**src/hdl/z80_pkg.sv**
```systemverilog
package z80_pkg;

  // --------------------
  // widths
  // --------------------

  // internal and external data bus
  localparam int byte_w = 8;
  // internal and external address bus
  localparam int word_w = 16;

  typedef logic [byte_w-1:0] byte_t;
  typedef logic [word_w-1:0] word_t;

  // --------------------
  // selects
  // --------------------

  // byte register select, pairs sit next to each other with the high byte first
  // so a pair select times two gives the high byte slot
  typedef enum logic [3:0] {
    reg_b,
    reg_c,
    reg_d,
    reg_e,
    reg_h,
    reg_l,
    reg_ixh,
    reg_ixl,
    reg_iyh,
    reg_iyl,
    reg_sph,
    reg_spl,
    reg_none
  } reg_sel_e;

  // register pair select, same order as the byte registers
  typedef enum logic [2:0] {
    pair_bc,
    pair_de,
    pair_hl,
    pair_ix,
    pair_iy,
    pair_sp,
    pair_none
  } pair_sel_e;

  // data bus driver, ext means nothing internal drives it
  typedef enum logic [2:0] {
    dsrc_ext,
    dsrc_a,
    dsrc_reg,
    dsrc_temp,
    dsrc_alu
  } data_src_e;

  // address bus driver
  typedef enum logic [1:0] {
    asrc_none,
    asrc_mar,
    asrc_pair,
    asrc_alu
  } addr_src_e;

  // alu opcodes, shared by both alus
  typedef enum logic [1:0] {
    alu_pass,
    alu_inc,
    alu_dec,
    alu_add
  } alu_op_e;

endpackage

```
**src/hdl/z80_alu.sv**
```systemverilog
`timescale 1ns/100ps

module z80_alu #(
  parameter int width = z80_pkg::byte_w
) (
  input  z80_pkg::alu_op_e   op,
  input  logic [width-1:0]   lhs,
  input  logic [width-1:0]   rhs,
  output logic [width-1:0]   result
);

  // --------------------
  // operations
  // --------------------

  // no flags yet, results simply wrap at the width
  always_comb begin
    unique case (op)
      // lhs straight through
      z80_pkg::alu_pass: begin
        result = lhs;
      end
      z80_pkg::alu_inc: begin
        result = lhs + 1'b1;
      end
      z80_pkg::alu_dec: begin
        result = lhs - 1'b1;
      end
      // rhs only matters here
      z80_pkg::alu_add: begin
        result = lhs + rhs;
      end
    endcase
  end

endmodule

```
**src/hdl/z80_bus_arbiter.sv**
```systemverilog
`timescale 1ns/100ps

module z80_bus_arbiter (
  input  z80_pkg::data_src_e  data_src,
  input  z80_pkg::addr_src_e  addr_src,
  input  z80_pkg::byte_t      data_in,
  input  z80_pkg::byte_t      a_q,
  input  z80_pkg::byte_t      rd_byte,
  input  z80_pkg::byte_t      temp_q,
  input  z80_pkg::byte_t      alu8_q,
  input  z80_pkg::word_t      mar_q,
  input  z80_pkg::word_t      rd_word,
  input  z80_pkg::word_t      alu16_q,
  output z80_pkg::byte_t      bus_data,
  output z80_pkg::word_t      bus_addr,
  output z80_pkg::byte_t      data_out,
  output logic                data_oe,
  output z80_pkg::word_t      addr_out,
  output logic                addr_oe
);

  // --------------------
  // data bus
  // --------------------

  // ext lets the pins feed the internal bus
  always_comb begin
    case (data_src)
      z80_pkg::dsrc_a:    bus_data = a_q;
      z80_pkg::dsrc_reg:  bus_data = rd_byte;
      z80_pkg::dsrc_temp: bus_data = temp_q;
      z80_pkg::dsrc_alu:  bus_data = alu8_q;
      default:            bus_data = data_in;
    endcase
  end

  assign data_oe  = (data_src != z80_pkg::dsrc_ext);
  // pins read zero when nothing inside drives
  assign data_out = data_oe ? bus_data : '0;

  // --------------------
  // address bus
  // --------------------

  always_comb begin
    case (addr_src)
      z80_pkg::asrc_mar:  bus_addr = mar_q;
      z80_pkg::asrc_pair: bus_addr = rd_word;
      z80_pkg::asrc_alu:  bus_addr = alu16_q;
      default:            bus_addr = '0;
    endcase
  end

  assign addr_oe  = (addr_src != z80_pkg::asrc_none);
  assign addr_out = addr_oe ? bus_addr : '0;

endmodule

```
**src/hdl/z80_datapath.sv**
```systemverilog
`timescale 1ns/100ps

module z80_datapath (
  input  logic                clk,
  input  logic                rst,
  input  z80_pkg::byte_t      data_in,
  input  z80_pkg::data_src_e  data_src,
  input  z80_pkg::reg_sel_e   rd_reg,
  input  z80_pkg::addr_src_e  addr_src,
  input  z80_pkg::pair_sel_e  rd_pair,
  input  z80_pkg::alu_op_e    alu_op,
  input  z80_pkg::reg_sel_e   ld_reg,
  input  z80_pkg::pair_sel_e  ld_pair,
  input  logic                ld_a,
  input  logic                ld_temp,
  input  logic                ld_mar_hi,
  input  logic                ld_mar_lo,
  input  logic                ex_de_hl,
  input  logic                exx,
  input  logic                ex_af,
  output z80_pkg::byte_t      data_out,
  output logic                data_oe,
  output z80_pkg::word_t      addr_out,
  output logic                addr_oe
);

  // --------------------
  // internal buses
  // --------------------

  z80_pkg::byte_t internal_data;
  z80_pkg::word_t internal_addr;

  // register outputs
  z80_pkg::byte_t rd_byte;
  z80_pkg::word_t rd_word;
  z80_pkg::byte_t a_q;
  z80_pkg::byte_t temp_q;
  z80_pkg::word_t mar_q;

  // alu results
  z80_pkg::byte_t alu8_q;
  z80_pkg::word_t alu16_q;
  // temp widened for the 16 bit alu
  z80_pkg::word_t temp_ext;

  assign temp_ext = {{(z80_pkg::word_w - z80_pkg::byte_w){1'b0}}, temp_q};

  z80_regfile regfile_inst (
    .clk      (clk),
    .rst      (rst),
    .ld_reg   (ld_reg),
    .ld_pair  (ld_pair),
    .rd_reg   (rd_reg),
    .rd_pair  (rd_pair),
    .ex_de_hl (ex_de_hl),
    .exx      (exx),
    .bus_data (internal_data),
    .bus_addr (internal_addr),
    .rd_byte  (rd_byte),
    .rd_word  (rd_word)
  );

  z80_work_regs work_regs_inst (
    .clk       (clk),
    .rst       (rst),
    .ld_a      (ld_a),
    .ex_af     (ex_af),
    .ld_temp   (ld_temp),
    .ld_mar_hi (ld_mar_hi),
    .ld_mar_lo (ld_mar_lo),
    .bus_data  (internal_data),
    .bus_addr  (internal_addr),
    .a_q       (a_q),
    .temp_q    (temp_q),
    .mar_q     (mar_q)
  );

  // --------------------
  // alus
  // --------------------

  // accumulator against the data pins
  z80_alu #(.width(z80_pkg::byte_w)) alu8_inst (
    .op     (alu_op),
    .lhs    (a_q),
    .rhs    (data_in),
    .result (alu8_q)
  );

  // selected pair against temp, for address arithmetic
  z80_alu #(.width(z80_pkg::word_w)) alu16_inst (
    .op     (alu_op),
    .lhs    (rd_word),
    .rhs    (temp_ext),
    .result (alu16_q)
  );

  z80_bus_arbiter bus_arbiter_inst (
    .data_src (data_src),
    .addr_src (addr_src),
    .data_in  (data_in),
    .a_q      (a_q),
    .rd_byte  (rd_byte),
    .temp_q   (temp_q),
    .alu8_q   (alu8_q),
    .mar_q    (mar_q),
    .rd_word  (rd_word),
    .alu16_q  (alu16_q),
    .bus_data (internal_data),
    .bus_addr (internal_addr),
    .data_out (data_out),
    .data_oe  (data_oe),
    .addr_out (addr_out),
    .addr_oe  (addr_oe)
  );

endmodule

```
**src/hdl/z80_regfile.sv**
```systemverilog
`timescale 1ns/100ps

module z80_regfile (
  input  logic                clk,
  input  logic                rst,
  input  z80_pkg::reg_sel_e   ld_reg,
  input  z80_pkg::pair_sel_e  ld_pair,
  input  z80_pkg::reg_sel_e   rd_reg,
  input  z80_pkg::pair_sel_e  rd_pair,
  input  logic                ex_de_hl,
  input  logic                exx,
  input  z80_pkg::byte_t      bus_data,
  input  z80_pkg::word_t      bus_addr,
  output z80_pkg::byte_t      rd_byte,
  output z80_pkg::word_t      rd_word
);

  // --------------------
  // storage
  // --------------------

  // main set, indexed by reg_sel_e
  z80_pkg::byte_t regs [z80_pkg::reg_b:z80_pkg::reg_spl];
  // shadow set, only b through l have one
  z80_pkg::byte_t shadow [z80_pkg::reg_b:z80_pkg::reg_l];

  // slot numbers of the pair halves
  logic [3:0] ld_hi_idx;
  logic [3:0] ld_lo_idx;
  logic [3:0] rd_hi_idx;
  logic [3:0] rd_lo_idx;

  logic ld_pair_en;
  logic ld_reg_en;

  // pair n lives in slots 2n and 2n+1
  assign ld_hi_idx = {ld_pair, 1'b0};
  assign ld_lo_idx = {ld_pair, 1'b1};
  assign rd_hi_idx = {rd_pair, 1'b0};
  assign rd_lo_idx = {rd_pair, 1'b1};

  assign ld_pair_en = (ld_pair < z80_pkg::pair_none);

  // a byte load into a half of the pair being loaded loses to the pair load
  assign ld_reg_en = (ld_reg < z80_pkg::reg_none) &&
                     !(ld_pair_en && (ld_reg[3:1] == ld_pair));

  // --------------------
  // load and exchange
  // --------------------

  always_ff @(posedge clk) begin
    if (rst) begin
      for (int i = z80_pkg::reg_b; i <= z80_pkg::reg_spl; i++) begin
        regs[i] <= '0;
      end
      for (int i = z80_pkg::reg_b; i <= z80_pkg::reg_l; i++) begin
        shadow[i] <= '0;
      end
    end else if (exx) begin
      // bc, de and hl trade places with the shadow set in one cycle
      for (int i = z80_pkg::reg_b; i <= z80_pkg::reg_l; i++) begin
        regs[i]   <= shadow[i];
        shadow[i] <= regs[i];
      end
    end else if (ex_de_hl) begin
      // point to point swap, no trip over the data bus
      regs[z80_pkg::reg_d] <= regs[z80_pkg::reg_h];
      regs[z80_pkg::reg_e] <= regs[z80_pkg::reg_l];
      regs[z80_pkg::reg_h] <= regs[z80_pkg::reg_d];
      regs[z80_pkg::reg_l] <= regs[z80_pkg::reg_e];
    end else begin
      // 16 bit load from the address bus, high byte into the first register
      if (ld_pair_en) begin
        regs[ld_hi_idx] <= bus_addr[z80_pkg::word_w-1:z80_pkg::byte_w];
        regs[ld_lo_idx] <= bus_addr[z80_pkg::byte_w-1:0];
      end
      // 8 bit load from the data bus
      if (ld_reg_en) begin
        regs[ld_reg] <= bus_data;
      end
    end
  end

  // --------------------
  // read ports
  // --------------------

  // single byte toward the data bus
  always_comb begin
    rd_byte = '0;
    if (rd_reg < z80_pkg::reg_none) begin
      rd_byte = regs[rd_reg];
    end
  end

  // register pair toward the address bus
  always_comb begin
    rd_word = '0;
    if (rd_pair < z80_pkg::pair_none) begin
      rd_word = {regs[rd_hi_idx], regs[rd_lo_idx]};
    end
  end

endmodule

```
**src/hdl/z80_work_regs.sv**
```systemverilog
`timescale 1ns/100ps

module z80_work_regs (
  input  logic            clk,
  input  logic            rst,
  input  logic            ld_a,
  input  logic            ex_af,
  input  logic            ld_temp,
  input  logic            ld_mar_hi,
  input  logic            ld_mar_lo,
  input  z80_pkg::byte_t  bus_data,
  input  z80_pkg::word_t  bus_addr,
  output z80_pkg::byte_t  a_q,
  output z80_pkg::byte_t  temp_q,
  output z80_pkg::word_t  mar_q
);

  // second accumulator for ex af
  z80_pkg::byte_t a_shadow;

  // --------------------
  // accumulator
  // --------------------

  always_ff @(posedge clk) begin
    if (rst) begin
      a_q      <= '0;
      a_shadow <= '0;
    end else if (ex_af) begin
      // exchange wins, ld_a is dropped this cycle
      a_q      <= a_shadow;
      a_shadow <= a_q;
    end else if (ld_a) begin
      a_q <= bus_data;
    end
  end

  // --------------------
  // temp and mar
  // --------------------

  always_ff @(posedge clk) begin
    if (rst) begin
      temp_q <= '0;
      mar_q  <= '0;
    end else begin
      if (ld_temp) begin
        temp_q <= bus_data;
      end
      // each half has its own enable, both together load the whole word
      if (ld_mar_hi) begin
        mar_q[z80_pkg::word_w-1:z80_pkg::byte_w] <=
          bus_addr[z80_pkg::word_w-1:z80_pkg::byte_w];
      end
      if (ld_mar_lo) begin
        mar_q[z80_pkg::byte_w-1:0] <= bus_addr[z80_pkg::byte_w-1:0];
      end
    end
  end

endmodule

```
**config.mk**
```make
export PLATFORM = sky130hd
export DESIGN_NAME = z80_datapath
export DESIGN_NICKNAME = d
export VERILOG_FILES = /design/src/hdl/z80_pkg.sv /design/src/hdl/z80_alu.sv /design/src/hdl/z80_bus_arbiter.sv /design/src/hdl/z80_datapath.sv /design/src/hdl/z80_regfile.sv /design/src/hdl/z80_work_regs.sv
export SDC_FILE = /design/constraint.sdc
export NUM_CORES = 1
export LEC_CHECK = 0
export BUFFER_PORTS_ARGS = -buffer_cell sky130_fd_sc_hd__buf_4
export CAP_MARGIN = 0
export CORE_ASPECT_RATIO = 0.9
export CORE_UTILIZATION = 40
export DETAILED_ROUTE_END_ITERATION = 12
export SLEW_MARGIN = 20
export SYNTH_ARGS = -nofsm -noshare
export SYNTH_HDL_FRONTEND = slang
export SYNTH_SLANG_ARGS = --single-unit
```
**constraint.sdc**
```tcl
create_clock -name clk -period 3.45 [get_ports clk]
set_clock_uncertainty 0.1 [all_clocks]
set_input_delay 0 -clock clk [delete_from_list [all_inputs] [get_ports clk]]
set_output_delay 0 -clock clk [all_outputs]
set_load 0.005 [all_outputs]
```
==> results.md, run 1 <==
* Warnings from Yosys at 0
* Detailed Routing Iterations Pass 1 at 6
* Slew Viols, Final at 0
* Setup TNS at -7.17 ns
* Row cnt at 58
* DIE AREA at slightly below 30,000 µm²
* Pwr/cell area at 400 nW/µm²
* Most frequent cells in the layout: buf_4 (268), edfxtp_1 (144), nor2_1 (94)
* RSZ-0062 raised after global routing: true
* Register bit count reported by yosys at about 180
* Cell type with the largest total area after synthesis: edfxtp_1
* Comb pwr share at 0.272
* Final Cycle Share at 1.10
* Worst-path fanout max at 3
* Initial antenna violation count at 1
* Clock tree buffer depth at 2
* Post-synth EDFFs at between 100 and 150
* Final Hold Vio Count at 0
* Synth Net Count at between 1,000 and 1,500
* Share of the synthesized area in the top cell type at 0.377
* Critical Path End Type: primary output
* Final cell count without fillers at ~1,700
* Die W at about 180 µm
* Final net count at roughly 1,400
* DRC Markers at 0
* 1st-iter DRT viols at between 1,000 and 1,500
* Mapped Cells at about 1,100
* Share of cells above drive strength 1 at 0.388
* Wirelength, routed at about 46 mm
* Worst EP arrival at around 3.7 ns
* Metal3 WL at ~5.5 mm
* Synth cell types at 73
* GRT Total Usage at 0.310
* WL met2 at approximately 20 mm
* Status: complete, but fails checks
* Per-cell routed wire length at roughly 26 µm
* Psw at roughly 1.9 mW
* Vias per inst at approximately 6.3
* P_leak at about 6.3 nW
* Core area at roughly 28,000 µm²
* Hold crit path type: primary input to flop
* Post-Syn Area per Cell at between 10 and 15 µm²
* Commonest non-fill, non-tap cell in the layout: buf_4
* CTS tree: done
* Final HPWL DP at around 32 mm
* Most used DFF post-synth: edfxtp_1
* Clock share of power at 0.310
* Peak Freq at 0.263 GHz
* First-pass GRT wire length at approximately 67 mm
* Post-synthesis sequential area ratio at 0.446
* Met1 wire length at 18.0 mm
* Internal power at 4.28 mW
* Grt total ovfl at 0
* Routed vias at between 10,000 and 15,000
* PortBufs at 63
* Sw Share at 0.311
* Fin crit period at 3.80 ns
* Max-cap violations at 0
* Root Driver: clkbuf_16
* GPL Wtd Cong at between 0.9 and 1
* Endpoints failing setup at between 60 and 70
* Setup WS post-layout at -0.352 ns
* Die height at about 160 µm
* Post-Syn Area at 11,500 µm²
* Synth area leaders: edfxtp_1 (38%), mux4_2 (7.3%), dfxtp_1 (7.0%)
* Critical Path Max Stage Delay at 0.55 ns
* Worst slew pin tran at 0.942 ns
* Max IR drop VDD at around 370 µV
* Failing checks: negative setup slack
* Cells along the critical path: mux4_2, nand2_2, o21ai_4, ha_4, a21oi_2, o21ai_2, a211oi_2, o21bai_1, a21o_1, a211oi_2, mux2_4, o311a_4, buf_6, inv_4, buf_6
* # clock sinks at about 180
* Sequential Power Share at 0.418
* Critical Setup Path Class: flop to primary output
* Post-DRT Antenna Nets at 0
* Number of global-route vias before repair at 10,400
* Clk_lat worst skew at 0.45 ns
* Worst Setup Start Kind: flop
* Top layer in use: met4
* Slowest-stage cell, CP: mux4_2
* Largest net degree at the start of global routing at between 40 and 50
* CTS Buf Count at 17
* Worst-path clk slew at 0.07 ns
* I/O pin count at 64
* Placed cell count at between 1,500 and 2,000
* H-tree depth at 4
* Antenna fix cells at 0
* Asr flop ratio synth at 0
* Rel. slew slack at 0.370
* Layout area overhead at 35.5%
* Initial Utilization at 0.409
* CP required at 3.35 ns
[final timing paths]
path | cells past startpoint | slack [ns] | endpoint | from
setup / recovery | 15 | -0.35 | addr_out[15] | regfile_inst.regs[6][2]
hold / removal | 3 | 0.03 | regfile_inst.regs[0][4] | addr_src[1]
hold reg to reg | 2 | 0.35 | work_regs_inst.a_q[7] | work_regs_inst.a_shadow[7]
setup reg to reg | 14 | -0.19 | regfile_inst.regs[8][7] | regfile_inst.regs[6][2]
[registers in the layout, indices dropped and copies added, names as in the netlist]
name	flops
work_regs_inst.mar_q	16
work_regs_inst.temp_q	8
regfile_inst.shadow	48
work_regs_inst.a_q	8
regfile_inst.regs	96
work_regs_inst.a_shadow	8
[cells in the mapped netlist, drive strengths merged, types with 6 or more instances]
master and count:
or3 11, a22oi 18, inv 35, nor2 96, buf 17, a221oi 10, a211oi 35, nor3 15
dfxtp 40, o21a 20, a22o 8, and2 54, o22ai 51, o21bai 7, a31oi 9, o221ai 17
nand2 92, nand2b 7, mux4 37, ha 22, a21o 8, edfxtp 144, o211ai 10, a221o 16
a21oi 75, a222oi 6, xnor2 10, and3 8, clkbuf 76, nand3 15, nor2b 7, mux2i 49
o21ai 39
[repair_timing]
action | 4_1_cts | 5_1_grt
endpoints found under the hold margin | 40 | 0
pin swaps | 54 | 55
gates resized for setup | 129 | 95
hold buffers | 5 | 0
setup buffers | 33 | 24
endpoints found under the setup margin | 83 | 78
[stage by stage]
step	hold slack, ns	utilization	setup slack (ns)	power (mW)	instance area [µm²]
6_report	0.0275	0.554	-0.352	6.22	15600
3_3_place_gp	0.224	0.490	-0.364	4.01	13800
5_1_grt	0.0250	0.554	-0.440	6.39	15600
4_1_cts	0.0138	0.536	-0.308	6.08	15000
3_5_place_dp	0.222	0.490	-0.376	4.02	13800
2_1_floorplan	0.0826	-	-0.0330	3.32	11500
[cells by family after synthesis]
kind of cell	after synthesis	share of synthesized area
and+or+nand+nor	318	0.130
muxes	90	0.120
DFF	184	0.446
AOI/OAI and AO/OA	364	0.222
xor gates and xnor gates	15	0.0114
adders and majority gates	23	0.0257
buffers and inverters	129	0.0449
[power by group through the flow]
stage,clock network (mW),registers [mW],logic [mW]
after floorplan,0,2.62,0.700
after global placement,0,2.64,1.37
after detailed placement,0,2.64,1.37
after CTS,1.93,2.60,1.55
after global routing,2.02,2.61,1.77
final,1.93,2.60,1.69
[per-layer routing]
| metal | GRT usage | up-vias |
|---|---|---|
| li1 | - | 4839 |
| met2 | 0.479 | 689 |
| met3 | 0.0756 | 87 |
| met4 | 0.117 | 0 |
| met5 | 0 | - |
| met1 | 0.421 | 5440 |
[cell type report]
class / count / area, µm²
Clock buffer: 18 / 429
Fill cell: 2431 / 12500
Timing Repair Buffer: 321 / 2660
Multi-Input combinational cell: 810 / 6610
Inverter: 36 / 158
Tap cell: 360 / 450
Sequential cell: 184 / 5120
Clock inverter: 14 / 126
[critical path: cells and delay by family (launching register included)]
kind                       cells  cell delay, ns
AOI/OAI and AO/OA              8            1.39
muxes                          2            0.88
DFF                            1            0.41
buffers and inverters          3            0.25
adders and majority gates      1            0.23
and+or+nand+nor                1            0.11
(Power assumes the default switching activity.)
==> run 2, diff against run 1 <==
Settings changed: ABC_AREA from default to 1.
==> run 2 against run 1 <==
Net effect: the run now ends clean; maximum frequency grew 14%; power increased by 17%; non-clock buffer count down 154; critical path depth did not move; clock power grew 38%; via count is 19% higher; utilization decreased by 6.5 points; global-route usage is 2.3 points lower; critical path type unchanged; largest cell class unchanged.
==> results.md, run 2 <==
* # clock sinks at 216 (+17%)
* Vias per inst at 5.59 (-12%)
* Clock share of power at 0.364 (+0.054)
* Largest net degree at the start of global routing at 64 (+31%)
* Post-synthesis sequential area ratio at 0.448 (+0.00188)
* CTS Buf Count at 25 (+8)
* Comb pwr share at 0.210 (-0.062)
* Per-cell routed wire length at 21.3 µm (-19%)
* Critical Setup Path Class: flop to primary output
* CP required at 3.35 ns (about the same)
* GPL Wtd Cong at 0.972 (+0.39%)
* H-tree depth at 1 (-3)
* Setup WS post-layout at 0.108 ns (+0.460 ns)
* Max IR drop VDD at 328 µV (-12%)
* GRT Total Usage at 0.287 (-0.0230)
* Share of the synthesized area in the top cell type at 0.389 (+0.0126)
* Psw at 2.22 mW (+15%)
* Final cell count without fillers at 2,354 (+35%)
* Setup TNS at 0 ns (+7.17 ns)
* Initial antenna violation count at 0 (-1)
* Endpoints failing setup at 0 (-100%)
* Cell type with the largest total area after synthesis: edfxtp_1
* Largest register FFs at 128 (+33%)
* Sequential Power Share at 0.426 (+0.008)
* Share of cells above drive strength 1 at 0.160 (-0.228)
* RSZ-0062 raised after global routing: true
* Worst-path fanout max at 8 (+5)
* Final net count at 1,941 (+36%)
* CTS tree: done
* Internal power at 5.07 mW (+18%)
* Hold crit path type: primary input to flop
* Biggest regs: regfile_inst.regs x128, regfile_inst.shadow x48, work_regs_inst.mar_q x16
* Synth area leaders: edfxtp_1 (39%), nand2_1 (10%), o21ai_0 (6.3%)
* Final HPWL DP at 36.9 mm (+14%)
* Final Cycle Share at 0.969 (-0.133)
* Clk_lat worst skew at 0.55 ns (+0.10 ns)
* Max-cap violations at 0 (unchanged)
* First-pass GRT wire length at 74.0 mm (+11%)
* Die height at 177 µm (+8.6%)
* PortBufs at 63 (unchanged)
* Slew Viols, Final at 0 (unchanged)
* Worst Setup Start Kind: flop
* Antenna fix cells at 0 (unchanged)
* Row cnt at 63 (+8.6%)
* 1st-iter DRT viols at 1,536 (+2.9%)
* Top reg by flops: regfile_inst.regs
* WHS Path Cells at 4 (+1)
* Warnings from Yosys at 0 (unchanged)
* Final Util at 0.489 (-0.0648)
* Critical Path End Type: primary output
* Wirelength, routed at 50.1 mm (+9.7%)
* Root Driver: clkbuf_16
* Worst-path clk slew at 0.06 ns (about the same)
* Hold_ws at 0.0198 ns (-0.00772 ns)
* DIE AREA at 34,700 µm² (+18%)
* Initial Utilization at 0.409 (about the same)
* Mapped Cells at 1,735 (+54%)
* Placed cell count at 2,258 (+35%)
* Post-Syn Area at 13,600 µm² (+18%)
* Detailed Routing Iterations Pass 1 at 6 (unchanged)
* Worst EP arrival at 3.24 ns (-0.46 ns)
* Setup Slack @ Placement at 0.191 ns (+0.567 ns)
* Commonest non-fill, non-tap cell in the layout: nand2_1
* Synth cell types at 51 (-30%)
* P_leak at 7.12 nW (+14%)
* Die W at 196 µm (+8.6%)
* Status: completed
* Clock tree buffer depth at 3 (+1)
* Final Hold Vio Count at 0 (unchanged)
* Post-DRT Antenna Nets at 0 (unchanged)
* Worst slew pin tran at 1.08 ns (+0.136 ns)
* Number of global-route vias before repair at 12,100 (+16%)
* Fin crit period at 3.34 ns (-0.460 ns)
* Most frequent cells in the layout: nand2_1 (360), inv_1 (194), nor2_1 (179)
* Most common cell in the netlist: nand2_1
* Rel. slew slack at 0.276 (-0.0941)
* Layout area overhead at 19.6%
* Asr flop ratio synth at 0 (unchanged)
* I/O pin count at 64 (unchanged)
* Most used DFF post-synth: edfxtp_1
* Sw Share at 0.305 (-0.00616)
* R2R depth at 19 (+5)
* Pwr/cell area at 449 nW/µm² (+12%)
* Peak Freq at 0.299 GHz (+14%)
* Register bit count reported by yosys at 216 (+17%)
* Core area at 33,200 µm² (+18%)
* Post-synth EDFFs at 176 (+22%)
* Synth cell count leaders: nand2_1 (365), inv_1 (203), nor2_1 (181)
* Routed vias at 13,200 (+19%)
* Post-Syn Area per Cell at 7.83 µm² (-23%)
* DRC Markers at 0 (unchanged)
* Grt total ovfl at 0 (unchanged)
run 2: per-layer routing:
| layer | share of wire | track usage | wire (µm) | up-vias |
|---|---|---|---|---|
| met2 | 0.43 | 0.434 | 21700 | 687 |
| met1 | 0.43 | 0.406 | 21800 | 6181 |
| met4 | 0.036 | 0.106 | 1810 | 0 |
| met3 | 0.097 | 0.0556 | 4860 | 98 |
| met5 | 0 | 0 | 0 | - |
| li1 | - | - | - | 6188 |
run 2: final timing paths:
| path | start | endpoint | slack (ns) |
|---|---|---|---|
| worst max-delay path | regfile_inst.regs[3][3] | addr_out[5] | 0.11 |
| worst min-delay path | ld_reg[3] | regfile_inst.regs[4][2] | 0.02 |
| worst max register to register | regfile_inst.regs[3][3] | regfile_inst.regs[4][2] | 0.26 |
| worst min register to register | work_regs_inst.mar_q[2] | work_regs_inst.mar_q[2] | 0.38 |
run 2: metrics by stage:
step	instance area, µm²	total power [mW]
after floorplan	13700	3.96
after global placement	14800	4.53
after detailed placement	14800	4.54
after CTS	15900	7.19
after global routing	16200	7.52
final	16200	7.29
run 2: final cells by class:
type | instances | area, µm²
timing repair buffer | 167 | 1390
sequential | 216 | 6090
fill | 3303 | 16900
multi-input combinational | 1254 | 6570
clock buffer | 36 | 728
inverter | 216 | 813
clock inverter | 10 | 82.6
tap | 455 | 569
run 2: power groups by stage:
stage / clock, mW / combinational [mW] / sequential [mW]
2_1_floorplan: 0 / 0.847 / 3.11
3_3_place_gp: 0 / 1.37 / 3.15
3_5_place_dp: 0 / 1.39 / 3.16
4_1_cts: 2.67 / 1.42 / 3.10
5_1_grt: 2.76 / 1.65 / 3.12
6_report: 2.66 / 1.53 / 3.10
run 2: cell families after synthesis:
| kind of cell | count (synthesis) | synth area share |
|---|---|---|
| and+or+nand+nor | 747 | 0.243 |
| adders and majority gates | 23 | 0.0217 |
| DFF | 216 | 0.448 |
| xor gates and xnor gates | 7 | 0.00452 |
| AOI/OAI and AO/OA | 445 | 0.192 |
| other | 1 | 0.000276 |
| buffers and inverters | 296 | 0.0904 |
run 2: critical path: stages, from the launching register on:
cell and delay, ns:
edfxtp_1 0.39, inv_1 0.14, a21oi_1 0.07, o21ai_0 0.11, a21oi_1 0.15, a21o_1 0.21, ha_1 0.41, nand3_4 0.14
inv_1 0.04, nand2_1 0.08, nand2_1 0.12, nand2_1 0.10, nand3_1 0.08, o211ai_2 0.12, nand3_2 0.29, buf_4 0.24
run 2: what timing repair did:
item	4_1_cts	5_1_grt
gates resized for setup	7	41
hold buffers	23	0
cloned	0	0
endpoints found under the hold margin	57	0
pin swaps	0	9
setup buffers	1	26
endpoints found under the setup margin	8	19
==> run 3, diff against run 2 <==
Settings changed: CELL_PAD_IN_SITES_DETAIL_PLACEMENT from default to 1, CELL_PAD_IN_SITES_GLOBAL_PLACEMENT from default to 1, PLACE_DENSITY_LB_ADDON from default to 0.1, SYNTH_HIERARCHICAL from default to 1.
==> run 3 against run 2 <==
Net effect: die area rose by 9.6%; clock power rose by 12%; count of clock-buffer cells in the layout rose by 6; maximum frequency rose by 0.71%; largest power group unchanged.
==> results.md, run 3 <==
* Status: completed
* Most frequent cells in the layout: nand2_1 (732), inv_1 (184), nand3_1 (183)
* R2r setup slk at 0.19 ns (-0.07 ns)
* CTS tree: done
* Core area at 36,400 µm² (+9.7%)
* Post-Syn Area at 14,900 µm² (+9.7%)
* Row cnt at 66 (+4.8%)
* Fin crit period at 3.32 ns (-0.0237 ns)
* Post-synthesis sequential area ratio at 0.409 (-0.0396)
* Synth cell count leaders: nand2_1 (765), inv_1 (198), nand3_1 (195)
* Endpoints failing setup at 0 (unchanged)
* P_leak at 8.43 nW (+18%)
* Biggest regs: regfile_inst/regs x128, regfile_inst/shadow x48, work_regs_inst/mar_q x16
* Setup TNS at 0 ns (unchanged)
* Synth area leaders: edfxtp_1 (35%), nand2_1 (19%), nand3_1 (6.6%)
* Antenna fix cells at 0 (unchanged)
* Warnings from Yosys at 6 (+6)
* Detailed Routing Iterations Pass 1 at 5 (-1)
* Hold Path Sink: work_regs_inst/temp_q[4]
* Register bit count reported by yosys at 216 (unchanged)
* Worst-path clk slew at 0.06 ns (about the same)
* Initial Utilization at 0.409 (about the same)
* Most used DFF post-synth: edfxtp_1
* # clock sinks at 216 (unchanged)
* Clock tree buffer depth at 3 (unchanged)
* 1st-iter DRT viols at 1,255 (-18%)
* I/O pin count at 64 (unchanged)
* H-tree depth at 1 (unchanged)
* Cell type with the largest total area after synthesis: edfxtp_1
* Post-synth EDFFs at 176 (unchanged)
* Max-cap violations at 0 (unchanged)
* Pwr/cell area at 444 nW/µm² (-1.2%)
* Final HPWL DP at 44.7 mm (+21%)
* Post-Syn Area per Cell at 6.91 µm² (-12%)
* Hold crit path type: primary input to flop
* Reg area at 6090 µm² (unchanged)
* Final Hold Vio Count at 0 (unchanged)
* CP required at 3.35 ns (about the same)
* Peak Freq at 0.301 GHz (+0.71%)
* Number of global-route vias before repair at 15,600 (+29%)
* Wirelength, routed at 63.0 mm (+26%)
* GRT Total Usage at 0.331 (+0.0440)
* Worst slew pin tran at 1.20 ns (+0.127 ns)
* Worst R2R End: regfile_inst/regs[5][5]
* Grt total ovfl at 0 (unchanged)
* Worst Setup Start Kind: flop
* First-pass GRT wire length at 94.3 mm (+27%)
* Fill count at 4,645 (+41%)
* Root Driver: clkbuf_16
* Synth cell types at 40 (-22%)
* Final net count at 2,337 (+20%)
* Critical Setup Path Class: flop to primary output
* DIE AREA at 38,000 µm² (+9.6%)
* Layout area overhead at 20.8%
* DRC Markers at 0 (unchanged)
* Top reg by flops: regfile_inst/regs
* GPL Wtd Cong at 0.952 (-2.1%)
* Worst-path fanout max at 5 (-3)
* Commonest non-fill, non-tap cell in the layout: nand2_1
* Multi-input logic area at 7890 µm² (+20%)
* Post-DRT Antenna Nets at 0 (unchanged)
* WP buf/inv at 3 (unchanged)
* Largest net degree at the start of global routing at 81 (+27%)
* Worst reg2reg startpoint: regfile_inst/regs[3][2]
* Max IR drop VDD at 386 µV (+18%)
* Die W at 205 µm (+4.7%)
* Per-cell routed wire length at 22.7 µm (+6.8%)
* Initial antenna violation count at 0 (unchanged)
* Asr flop ratio synth at 0 (unchanged)
* Largest register FFs at 128 (unchanged)
* Min-delay src: data_src[0]
* Worst EP arrival at 3.22 ns (-0.02 ns)
* WHS Path Cells at 6 (+2)
* Share of the synthesized area in the top cell type at 0.355 (-0.0344)
* Clk_lat worst skew at 0.58 ns (+0.03 ns)
* PortBufs at 63 (unchanged)
* Cells along the critical path: inv_2, a21oi_1, o21ai_1, nand2_1, nand2_1, nand2_2, ha_4, or2_4, nand3b_1, nand2_2, buf_4, or2_0, nand3_1, nand2_1, nand3_1, nand3_1, buf_4
* Vias per inst at 5.62 (+0.65%)
* R2R depth at 21 (+2)
* Die height at 185 µm (+4.7%)
* Most common cell in the netlist: nand2_1
* Rel. slew slack at 0.197 (-0.0797)
* Final Util at 0.494 (+0.00492)
* Critical Path Max Stage Delay at 0.40 ns (about the same)
* Critical Path End Type: primary output
* CP top delay family: simple AND/OR/NAND/NOR gates
* Final Cycle Share at 0.962 (-0.00688)
* Slowest-stage cell, CP: edfxtp_1
* Share of cells above drive strength 1 at 0.161 (+0.00159)
* RSZ-0062 raised after global routing: true
* Slew Viols, Final at 0 (unchanged)
* CTS Buf Count at 27 (+8.0%)
* Routed vias at 15,600 (+19%)
* Mapped Cells at 2,155 (+24%)
## run 3: per-layer routing
metal	share of wire	GRT usage	vias to the layer above
met5	0	0	-
met4	0.035	0.110	0
met3	0.061	0.0389	123
met2	0.47	0.555	569
met1	0.44	0.442	7618
li1	-	-	7280
## run 3: tightest hold or removal path: stages
cell	delay (ns)
buf_4	0.19
o21ai_4	0.12
nand3_1	0.11
nand2_1	0.09
nand2_1	0.08
a21oi_1	0.05
## run 3: cell type report
class / count / share of cell area
multi-input cells: 1615 / 0.438
repair buffers: 207 / 0.0961
clock buffers: 42 / 0.0434
flip-flops and latches: 216 / 0.338
well taps: 476 / 0.0331
inverters: 208 / 0.0434
clock inverters: 8 / 0.00765
## run 3: how the worst max path moves through the flow
stage / start / end / cells after the start
after floorplan: rd_pair[0] / regfile_inst/regs[0][0] / 21
after global placement: regfile_inst/regs[1][2] / regfile_inst/regs[0][1] / 17
after detailed placement: rd_pair[0] / regfile_inst/regs[0][5] / 23
after CTS: regfile_inst/regs[3][2] / addr_out[9] / 19
after global routing: regfile_inst/regs[5][6] / addr_out[13] / 20
final: regfile_inst/regs[3][2] / addr_out[5] / 17
## run 3: logic make-up after synthesis
logic type	Yosys count	share of synthesized area
AND/OR/NAND/NOR	1294	0.374
buffers and inverters	362	0.0999
adder cells (fa/ha/maj)	24	0.0212
other	2	0.000504
AO/OA/AOI/OAI	252	0.0931
XOR/XNOR	5	0.00294
flip-flops	216	0.409
## run 3: report_power, final
group          internal [mW]  leakage [nW]  switching, mW
registers               3.01          2.23         0.0955
logic                  0.635          5.75           1.26
clock network           1.79         0.449           1.20
## run 3: repair_timing
| item | CTS | global route |
|---|---|---|
| gates resized for setup | 17 | 92 |
| pin swaps | 4 | 23 |
| hold buffers | 15 | 0 |
| endpoints found under the hold margin | 57 | 0 |
| buffers inserted | 0 | 7 |
| endpoints found under the setup margin | 8 | 66 |
## run 3: per-stage QoR
stage / worst slack [ns] / cells / cell area, µm² / hold WS, ns / power [mW]
floorplan: 0.458 / 2193 / 15000 / 0.0317 / 4.07
global placement: 0.0441 / 2700 / 16500 / 0.207 / 4.84
detailed placement: 0.0345 / 2700 / 16500 / 0.220 / 4.87
CTS: 0.00341 / 2765 / 17600 / 0.0141 / 7.88
global route: -0.0637 / 2772 / 18000 / 0.0511 / 8.25
finish: 0.131 / 2772 / 18000 / 0.0273 / 7.98
